$ cat src/rtl/isaPkg.sv
// Instruction set of the 16-bit core. Opcode values follow the five-bit
// field in bits 15..11; any code not listed here is illegal
package isaPkg;

    // Data and instruction word
    localparam int WordW = 16;
    localparam int RegIdxW = 3;

    // Instruction fields
    localparam int OpcodeW = 5;
    localparam int FunctW = 2;
    localparam int Imm5W = 5;
    localparam int Imm8W = 8;
    localparam int Disp11W = 11;

    // Low bit of each register field
    localparam int RsLsb = 8;
    localparam int RtLsb = 5;
    localparam int RdLsb = 2;

    // jal writes its return address here
    localparam logic [RegIdxW-1:0] LinkReg = '1;

    typedef enum logic [OpcodeW-1:0] {
        halt  = 5'b00000,
        nop   = 5'b00001,
        j     = 5'b00100,
        jal   = 5'b00110,
        addi  = 5'b01000,
        subi  = 5'b01001,
        xori  = 5'b01010,
        andni = 5'b01011,
        beqz  = 5'b01100,
        bnez  = 5'b01101,
        st    = 5'b10000,
        ld    = 5'b10001,
        slbi  = 5'b10010,
        lbi   = 5'b11000,
        rType = 5'b11011
    } opcodeT;

    // Class of ALU work; rType defers to the function bits
    typedef enum logic [2:0] {
        aluAdd, aluSub, aluXor, aluAndn, aluPass, aluShift, aluRType
    } aluOpT;

endpackage

$ cat src/rtl/pipePkg.sv
// Bundles that cross the decode stage and the decode/execute boundary.
// Field encodings below are shared by the decoder and the stage top
package pipePkg;
    import isaPkg::*;

    // regDst choices
    localparam logic [1:0] RegDstRt = 2'd0;
    localparam logic [1:0] RegDstRs = 2'd1;
    localparam logic [1:0] RegDstRd = 2'd2;
    localparam logic [1:0] RegDstLink = 2'd3;

    // regSrc choices for the write-back value
    localparam logic [1:0] RegSrcAlu = 2'd0;
    localparam logic [1:0] RegSrcMem = 2'd1;
    localparam logic [1:0] RegSrcPc = 2'd2;

    // Second ALU operand
    localparam logic [1:0] BSrcReg = 2'd0;
    localparam logic [1:0] BSrcImm = 2'd1;
    localparam logic [1:0] BSrcZero = 2'd2;

    // One-hot branch conditions
    localparam logic [3:0] BrNone = 4'b0000;
    localparam logic [3:0] BrEqz = 4'b0001;
    localparam logic [3:0] BrNez = 4'b0010;

    typedef struct packed {
        logic memRead;
        logic memWrite;
        logic immSrc;
        logic aluSign;
        logic aluJump;
        logic regWrite;
        logic [1:0] regSrc;
        logic [1:0] bSrc;
        logic [3:0] branchCond;
        logic zeroExt;
        logic [1:0] regDst;
        aluOpT aluOp;
        logic halt;
        logic err;
    } ctrlT;

    // Control levels that move on to execute
    typedef struct packed {
        logic memRead;
        logic memWrite;
        logic immSrc;
        logic aluSign;
        logic aluJump;
        logic regWrite;
        logic [1:0] regSrc;
        logic [1:0] bSrc;
        logic [3:0] branchCond;
        aluOpT aluOp;
        logic halt;
        logic err;
    } exCtrlT;

    typedef struct packed {
        logic [3:0] aluOper;
        logic invA;
        logic invB;
        logic cin;
    } aluCtrlT;

    typedef struct packed {
        exCtrlT ctrl;
        aluCtrlT alu;
        logic [WordW-1:0] rsData;
        logic [WordW-1:0] rtData;
        logic [WordW-1:0] imm5;
        logic [WordW-1:0] imm8;
        logic [WordW-1:0] sImm8;
        logic [WordW-1:0] sImm11;
        logic [WordW-1:0] pcNext;
        logic [RegIdxW-1:0] rd;
    } decExT;

    // One entry of the write-back delay line
    typedef struct packed {
        logic regWrite;
        logic [RegIdxW-1:0] rd;
    } wbTagT;

endpackage

$ cat src/rtl/instrControl.sv
// Purely combinational opcode decode. Illegal opcodes raise err and
// never write a register or memory
module instrControl import isaPkg::*; import pipePkg::*; (
    input  logic [WordW-1:0] instr,
    output ctrlT             ctrl
);

    opcodeT op;

    assign op = opcodeT'(instr[WordW-1 -: OpcodeW]);

    always_comb begin
        // Quiet defaults match nop
        ctrl.memRead = 1'b0;
        ctrl.memWrite = 1'b0;
        ctrl.immSrc = 1'b0;
        ctrl.aluSign = 1'b0;
        ctrl.aluJump = 1'b0;
        ctrl.regWrite = 1'b0;
        ctrl.regSrc = RegSrcAlu;
        ctrl.bSrc = BSrcReg;
        ctrl.branchCond = BrNone;
        ctrl.zeroExt = 1'b0;
        ctrl.regDst = RegDstRt;
        ctrl.aluOp = aluAdd;
        ctrl.halt = 1'b0;
        ctrl.err = 1'b0;

        case (op)
            halt: ctrl.halt = 1'b1;
            nop: ctrl.err = 1'b0;
            addi, subi: begin
                ctrl.regWrite = 1'b1;
                ctrl.bSrc = BSrcImm;
                ctrl.aluSign = 1'b1;
                ctrl.aluOp = (op == subi) ? aluSub : aluAdd;
            end
            xori, andni: begin
                ctrl.regWrite = 1'b1;
                ctrl.bSrc = BSrcImm;
                ctrl.zeroExt = 1'b1;
                ctrl.aluOp = (op == xori) ? aluXor : aluAndn;
            end
            slbi: begin
                ctrl.regWrite = 1'b1;
                ctrl.bSrc = BSrcImm;
                ctrl.immSrc = 1'b1;
                ctrl.zeroExt = 1'b1;
                ctrl.regDst = RegDstRs;
                ctrl.aluOp = aluShift;
            end
            lbi: begin
                ctrl.regWrite = 1'b1;
                ctrl.bSrc = BSrcImm;
                ctrl.immSrc = 1'b1;
                ctrl.regDst = RegDstRs;
                ctrl.aluOp = aluPass;
            end
            ld: begin
                ctrl.regWrite = 1'b1;
                ctrl.memRead = 1'b1;
                ctrl.bSrc = BSrcImm;
                ctrl.aluSign = 1'b1;
                ctrl.regSrc = RegSrcMem;
            end
            st: begin
                ctrl.memWrite = 1'b1;
                ctrl.bSrc = BSrcImm;
                ctrl.aluSign = 1'b1;
            end
            beqz, bnez: begin
                // Rs is compared against zero in execute
                ctrl.bSrc = BSrcZero;
                ctrl.immSrc = 1'b1;
                ctrl.aluSign = 1'b1;
                ctrl.aluOp = aluPass;
                ctrl.branchCond = (op == beqz) ? BrEqz : BrNez;
            end
            j: ctrl.aluJump = 1'b1;
            jal: begin
                ctrl.aluJump = 1'b1;
                ctrl.regWrite = 1'b1;
                ctrl.regSrc = RegSrcPc;
                ctrl.regDst = RegDstLink;
            end
            rType: begin
                ctrl.regWrite = 1'b1;
                ctrl.regDst = RegDstRd;
                ctrl.aluSign = 1'b1;
                ctrl.aluOp = aluRType;
            end
            default: begin
                ctrl.err = 1'b1;
                ctrl.regWrite = 1'b0;
                ctrl.memWrite = 1'b0;
            end
        endcase
    end

endmodule

$ cat src/rtl/aluControl.sv
// Turns the ALU class into the operation code seen by execute.
// Subtraction is B + ~A + 1, so it computes B minus A
module aluControl import isaPkg::*; import pipePkg::*; (
    input  aluOpT             aluOp,
    input  logic [FunctW-1:0] funct,
    output aluCtrlT           aluCtrl
);

    localparam logic [3:0] OperAdd = 4'd0;
    localparam logic [3:0] OperXor = 4'd1;
    localparam logic [3:0] OperAnd = 4'd2;
    localparam logic [3:0] OperPass = 4'd3;
    localparam logic [3:0] OperShift = 4'd4;

    always_comb begin
        aluCtrl = '{aluOper: OperAdd, invA: 1'b0, invB: 1'b0, cin: 1'b0};
        case (aluOp)
            aluSub: begin
                aluCtrl.invA = 1'b1;
                aluCtrl.cin = 1'b1;
            end
            aluXor: aluCtrl.aluOper = OperXor;
            aluAndn: begin
                aluCtrl.aluOper = OperAnd;
                aluCtrl.invB = 1'b1;
            end
            aluPass: aluCtrl.aluOper = OperPass;
            // Shift left by eight, then or in the immediate
            aluShift: aluCtrl.aluOper = OperShift;
            aluRType: begin
                case (funct)
                    2'b00: aluCtrl.aluOper = OperAdd;
                    2'b01: begin
                        aluCtrl.invA = 1'b1;
                        aluCtrl.cin = 1'b1;
                    end
                    2'b10: aluCtrl.aluOper = OperXor;
                    default: begin
                        aluCtrl.aluOper = OperAnd;
                        aluCtrl.invB = 1'b1;
                    end
                endcase
            end
            // aluAdd and the unused class code
            default: aluCtrl.aluOper = OperAdd;
        endcase
    end

endmodule

$ cat src/rtl/regFile.sv
// Eight registers, two combinational reads, one write per clock.
// There is no bypass, so a read during a write sees the old contents
module regFile import isaPkg::*; (
    input  logic               clk,
    input  logic               rst,
    input  logic [RegIdxW-1:0] rsSel,
    input  logic [RegIdxW-1:0] rtSel,
    input  logic [RegIdxW-1:0] wrSel,
    input  logic [WordW-1:0]   wrData,
    input  logic               wrEn,
    output logic [WordW-1:0]   rsData,
    output logic [WordW-1:0]   rtData
);

    localparam int NumRegs = 1 << RegIdxW;

    logic [WordW-1:0] regs [NumRegs];

    always_ff @(posedge clk or posedge rst) begin
        if (rst) begin
            for (int i = 0; i < NumRegs; i++) begin
                regs[i] <= '0;
            end
        end else if (wrEn) begin
            regs[wrSel] <= wrData;
        end
    end

    assign rsData = regs[rsSel];
    assign rtData = regs[rtSel];

endmodule

$ cat src/rtl/decodeStage.sv
// Decode stage top. No enable or stall: one instruction enters per clock.
// WbDelay must be at least 1; wbData must line up with regWriteWb
module decodeStage import isaPkg::*; import pipePkg::*; #(
    parameter int WbDelay = 3
) (
    input  logic               clk,
    input  logic               rst,
    input  logic [WordW-1:0]   instr,
    input  logic [WordW-1:0]   pc,
    input  logic [WordW-1:0]   wbData,
    output decExT              decEx,
    output logic [RegIdxW-1:0] rdWb,
    output logic               regWriteWb,
    output logic               haltComb
);

    ctrlT ctrl;
    aluCtrlT aluCtrl;
    logic [WordW-1:0] rsData;
    logic [WordW-1:0] rtData;
    logic [RegIdxW-1:0] rdSel;
    logic [WordW-1:0] imm5;
    logic [WordW-1:0] imm8;
    logic [WordW-1:0] sImm8;
    logic [WordW-1:0] sImm11;
    decExT decNext;
    wbTagT wbLine [WbDelay];

    instrControl uInstrControl (
        .instr (instr),
        .ctrl  (ctrl)
    );

    aluControl uAluControl (
        .aluOp   (ctrl.aluOp),
        .funct   (instr[FunctW-1:0]),
        .aluCtrl (aluCtrl)
    );

    regFile uRegFile (
        .clk    (clk),
        .rst    (rst),
        .rsSel  (instr[RsLsb +: RegIdxW]),
        .rtSel  (instr[RtLsb +: RegIdxW]),
        .wrSel  (rdWb),
        .wrData (wbData),
        .wrEn   (regWriteWb),
        .rsData (rsData),
        .rtData (rtData)
    );

    // Destination register
    always_comb begin
        case (ctrl.regDst)
            RegDstRt: rdSel = instr[RtLsb +: RegIdxW];
            RegDstRs: rdSel = instr[RsLsb +: RegIdxW];
            RegDstRd: rdSel = instr[RdLsb +: RegIdxW];
            RegDstLink: rdSel = LinkReg;
        endcase
    end

    // Immediate views
    assign imm5 = ctrl.zeroExt ? {{(WordW - Imm5W){1'b0}}, instr[Imm5W-1:0]}
                               : {{(WordW - Imm5W){instr[Imm5W-1]}}, instr[Imm5W-1:0]};
    assign sImm8 = {{(WordW - Imm8W){instr[Imm8W-1]}}, instr[Imm8W-1:0]};
    assign imm8 = ctrl.zeroExt ? {{(WordW - Imm8W){1'b0}}, instr[Imm8W-1:0]} : sImm8;
    assign sImm11 = {{(WordW - Disp11W){instr[Disp11W-1]}}, instr[Disp11W-1:0]};

    assign haltComb = ctrl.halt;

    always_comb begin
        decNext.ctrl = '{
            memRead: ctrl.memRead,
            memWrite: ctrl.memWrite,
            immSrc: ctrl.immSrc,
            aluSign: ctrl.aluSign,
            aluJump: ctrl.aluJump,
            regWrite: ctrl.regWrite,
            regSrc: ctrl.regSrc,
            bSrc: ctrl.bSrc,
            branchCond: ctrl.branchCond,
            aluOp: ctrl.aluOp,
            halt: ctrl.halt,
            err: ctrl.err
        };
        decNext.alu = aluCtrl;
        decNext.rsData = rsData;
        decNext.rtData = rtData;
        decNext.imm5 = imm5;
        decNext.imm8 = imm8;
        decNext.sImm8 = sImm8;
        decNext.sImm11 = sImm11;
        decNext.pcNext = pc;
        decNext.rd = rdSel;
    end

    // Decode/execute boundary register
    always_ff @(posedge clk or posedge rst) begin
        if (rst) begin
            decEx <= '0;
        end else begin
            decEx <= decNext;
        end
    end

    // Write-back tag travels alongside the rest of the pipe
    always_ff @(posedge clk or posedge rst) begin
        if (rst) begin
            for (int i = 0; i < WbDelay; i++) begin
                wbLine[i] <= '0;
            end
        end else begin
            wbLine[0] <= '{regWrite: ctrl.regWrite, rd: rdSel};
            for (int i = 1; i < WbDelay; i++) begin
                wbLine[i] <= wbLine[i-1];
            end
        end
    end

    assign rdWb = wbLine[WbDelay-1].rd;
    assign regWriteWb = wbLine[WbDelay-1].regWrite;

endmodule

$ cat config.mk
export PLATFORM = sky130hd
export DESIGN_NAME = decodeStage
export DESIGN_NICKNAME = d
export VERILOG_FILES = /design/src/rtl/isaPkg.sv /design/src/rtl/pipePkg.sv /design/src/rtl/instrControl.sv /design/src/rtl/aluControl.sv /design/src/rtl/regFile.sv /design/src/rtl/decodeStage.sv
export SDC_FILE = /design/constraint.sdc
export NUM_CORES = 1
export LEC_CHECK = 0
export BUFFER_PORTS_ARGS = -buffer_cell sky130_fd_sc_hd__buf_2
export CORE_ASPECT_RATIO = 0.9
export CORE_MARGIN = 4
export CORE_UTILIZATION = 56
export DETAILED_ROUTE_END_ITERATION = 12
export PLACE_DENSITY = 0.8
export SETUP_SLACK_MARGIN = 0.5
export SLEW_MARGIN = 25
export SYNTH_ARGS = -nofsm -noshare
export SYNTH_HDL_FRONTEND = slang
export SYNTH_SLANG_ARGS = --single-unit
$ cat constraint.sdc
create_clock -name clk -period 9.9 [get_ports clk]
set_clock_uncertainty 0.05 [all_clocks]
set_input_delay 1.485 -clock clk [delete_from_list [all_inputs] [get_ports clk]]
set_output_delay 1.485 -clock clk [all_outputs]
set_load 0.1 [all_outputs]
# == Word level (Yosys, flattened, before mapping) ==
# Index checks and enable logic that the tools add are counted.
# op_classes
reduce_logical,18
eq_ne,25
multipliers,0
add_sub_neg,0
mux,35
shifts,0
n_div,0
magnitude_cmp,4
bitwise_logic,3
# ops
cell,count
128-bit bitwise mux,1
16-bit two-way mux,7
16-bit binary-select mux with 3-bit select,2
16-bit demux with 3-bit select,1
5-bit by 4-bit == test with 1-bit output (second input constant),6
3-bit one-hot mux with 5 select lines,2
5-bit == test (second input constant),5
15-bit OR reduction,1
1-bit two-way mux,13
4-bit >= comparator (second input constant),3
3-bit NOT with 4-bit output,3
2-bit one-hot mux with 2 select lines,3
3-bit one-hot mux with 4 select lines,1
2-bit OR reduction,6
5-bit by 3-bit == test with 1-bit output (second input constant),2
3-bit == test (second input constant),3
3-bit OR reduction,3
9-bit OR reduction,1
8-bit OR reduction,1
7-bit OR reduction,1
2-bit == test (second input constant),3
3-bit by 2-bit == test with 1-bit output (second input constant),2
2-bit one-hot mux with 3 select lines,1
5-bit by 1-bit == test with 1-bit output (second input constant),1
10 further kinds,13
# totals
memories,0
word_cells,120
ff_bits,263
latch_bits,0
out_inout_bits,146
rom_bits,0
ramBits,0
input_bits,50

# == Depth between registers and ports, before layout ==
# logic_depth
word_depth,6
mapped_depth,6

# == Modules after synthesis ==
# From an unflattened synthesis, not the netlist that was laid out.
# unflattened
hier_cells,646
area_unflattened_um2,10556.4
# by_module_without_submodules
mod,area_each_um2,instances,cells_per_inst
regFile,7036.7,1,396
decodeStage,2972.9,1,166
instrControl,436.7,1,67
aluControl,110.1,1,17

# == Least setup slack after synthesis ==
# No wires, ideal clock.
# synth_path
path_kind,input to output
startpoint,input port instr[11]
endpoint,output port haltComb
stages,3
path_buffers,1
setup_slack_ps,5073
required_time_ps,8365
arrival_time_ps,3292
cell_sequence,buf_6 or3_4 nor2_1
# synth_between
elab_chain_len,2
# synth_rtl
item,line_no,rtl
start: declaration,decodeStage.sv:8,"input logic [WordW-1:0] instr,"
5-bit zero test,instrControl.sv:29,case (op)
1-bit two-way mux,instrControl.sv:29,
end: declaration,decodeStage.sv:14,output logic haltComb
# Every way passes these cells.

# == Worst setup path in the final report ==
# Ends and elaborated chain as after synthesis.

==> flow_summary.ini <==
[logic_synthesis]
syn_area_um2 = 10400
synth_edf_count = 0
ys_ff_latch = 221
ys_async_sr_fraction = 1.00
synth_ff_type = dfrtp_1
ys_types = 51
synth_seq_area_share = 0.531
synthesis.instances = 641
post_synth.cell_area_avg_um2 = 16.2
yosys_warnings = 0

[clocking]
insertion_delay_ns = 0.49
cts_root_buffer = clkbuf_16
clockBufferDepth = 3
cts_hold_buf = 0
cts_tree = yes
cts-resized-gates = 0
htree_levels = 1
path_clk_slew_ns = 0.06
cts_setup_buffers = 0
clkSinkCount = 221
numCtsBuffers = 23

[grt]
antenna_found_initial = 0
grt_pass1_wl_um = 35200
grt_overflow = 0
grt_max_degree = 149
grt_pass1_vias = 6171
grt_usage = 0.220

[timing]
min_period_ns = 4.29
min_period_over_period = 0.434
setup_viol_count_final = 0
rsz0062_at_grt = no
fmax_ghz = 0.233
hold_violations = 0
drv_slew = 0
max_slew_margin = 0.373
tightest_slew_ns = 0.940
totalNegativeSetupSlack_ns = 0
hold_ws_ns = 0.302

[setup_path]
critical_path_arrival_ns = 2.76
rr_endpoint = uRegFile.regs[9]
r2r_cells = 2
r2r_slack_ns = 7.76
reg2reg_from = rdWb[2]
crit_path_start_kind = primary input
cp_max_fo = 17
worstSetupPathType = in -> out
crit_path_end_kind = primary output
crit_required_ns = 8.37

[cells_and_area]
mostFrequentLayoutCells = dfrtp_1, buf_2, mux2_2
final_util = 0.639
layout-drive-gt1-share = 0.548
nNetsFinal = 814
final_common_cell = dfrtp_1
regArea_um2 = 5530
syn_to_final_growth_pct = 12.6
diodes = 0
multi_input_area_um2 = 4070
final_cell_area_um2 = 11700
fill_cells = 1311

[die]
core_um2 = 18300
dieArea_um2 = 20800
initial_utilization = 0.568
fp.dieW_um = 152
fp.dieH_um = 137
num_rows = 47
io_pins = 196

[route]
viasPerCell = 5.84
drc = 0
vias = 5981
detail_route.wl_per_cell_um = 22.0
drt_first_pass_iters = 7
drtIter0Drc = 570
wirelength_um = 22600
antenna_left = 0

[min_path]
hp-start = wbLine[4]
hold_end = rdWb[0]
hp-class = reg -> reg
hold_path_depth = 0

[place]
io_buffer_count = 192
place.gp.congestion = 0.839
post_dp_cell_area_um2 = 11000
hpwl_um = 14500

[power]
power.density_nw_per_um2 = 294
peakVddDrop_mv = 0.128
p_leak_nw = 5.46

[outcome]
outcome = finished, final reports clean

[job]
cap_violations = 0
==> worst max-delay path, stage by stage <==
cell    delay, ns
buf_2        0.20
or3_4        0.44
nor2_1       0.16
buf_2        0.46
==> final cells by class <==
class                           count  area share
Sequential cell                   221       0.472
Multi-Input combinational cell    309       0.347
Timing Repair Buffer              199      0.0885
Clock buffer                       37      0.0570
Tap cell                          245      0.0261
Clock inverter                      3     0.00555
Inverter                           10     0.00427
==> report_power, final <==
group	internal [mW]	switching, mW
Sequential	1.17	0.175
Clock	0.511	0.322
Combinational	0.433	0.827
Total	2.12	1.32
==> through the flow <==
step,power [mW],cells,worst slack (ns)
floorplan,2.40,643,2.32
global placement,2.56,981,5.67
detailed placement,2.62,984,5.64
CTS,3.47,1024,5.60
global route,3.59,1024,5.57
finish,3.44,1024,5.61
==> registers in the layout, summed over array words and instances (netlist names) <==
register and cells:
uRegFile.regs 128, wbLine 8, regWriteWb 1, decEx 81, rdWb 3
==> synthesized netlist by cell type, types with 2 or more instances <==
| library cell | number | share of area |
|---|---|---|
| clkbuf_1 | 6 | 0.0022 |
| and2_1 | 4 | 0.0024 |
| mux4_2 | 27 | 0.058 |
| a21oi_1 | 4 | 0.0019 |
| buf_6 | 6 | 0.0065 |
| o21bai_1 | 2 | 0.0014 |
| nor3_1 | 4 | 0.0019 |
| nand2_1 | 9 | 0.0032 |
| nand4b_2 | 3 | 0.0043 |
| buf_2 | 15 | 0.0072 |
| mux4_1 | 37 | 0.093 |
| a31oi_1 | 3 | 0.0018 |
| buf_1 | 2 | 0.00072 |
| nor3_4 | 2 | 0.0031 |
| nor2_1 | 14 | 0.0050 |
| or2_2 | 2 | 0.0012 |
| inv_1 | 9 | 0.0032 |
| mux2_4 | 20 | 0.029 |
| mux2_2 | 134 | 0.14 |
| buf_8 | 3 | 0.0043 |
| nand4b_1 | 2 | 0.0017 |
| a221oi_1 | 3 | 0.0025 |
| buf_4 | 68 | 0.049 |
| nor3b_4 | 2 | 0.0036 |
| nand3_1 | 2 | 0.00096 |
| mux2_1 | 6 | 0.0065 |
| nand2b_1 | 2 | 0.0012 |
| xnor2_1 | 3 | 0.0025 |
| dfrtp_1 | 221 | 0.53 |
| buf_12 | 3 | 0.0058 |
| o21ai_0 | 3 | 0.0014 |
==> how the worst max path moves through the flow <==
stage,from,end
floorplan,rst,decEx[100]
global placement,instr[11],haltComb
detailed placement,instr[11],haltComb
CTS,instr[11],haltComb
global route,instr[11],haltComb
finish,instr[11],haltComb
==> routing by layer <==
metal  track usage  part of all wire  up-vias
li1              -                 -     2582
met4        0.0379             0.015        0
met1         0.301              0.40     3140
met5             0                 0        -
met3        0.0355             0.061       31
met2         0.381              0.53      228
==> logic make-up after synthesis <==
kind of cell	synth area share
multiplexers	0.333
flip-flops	0.531
buffers and inverters	0.0793
AND/OR/NAND/NOR	0.0354
AO/OA/AOI/OAI	0.0186
XOR/XNOR	0.00252
other	0.000360
Note: power is estimated with default switching activity, not from simulation.
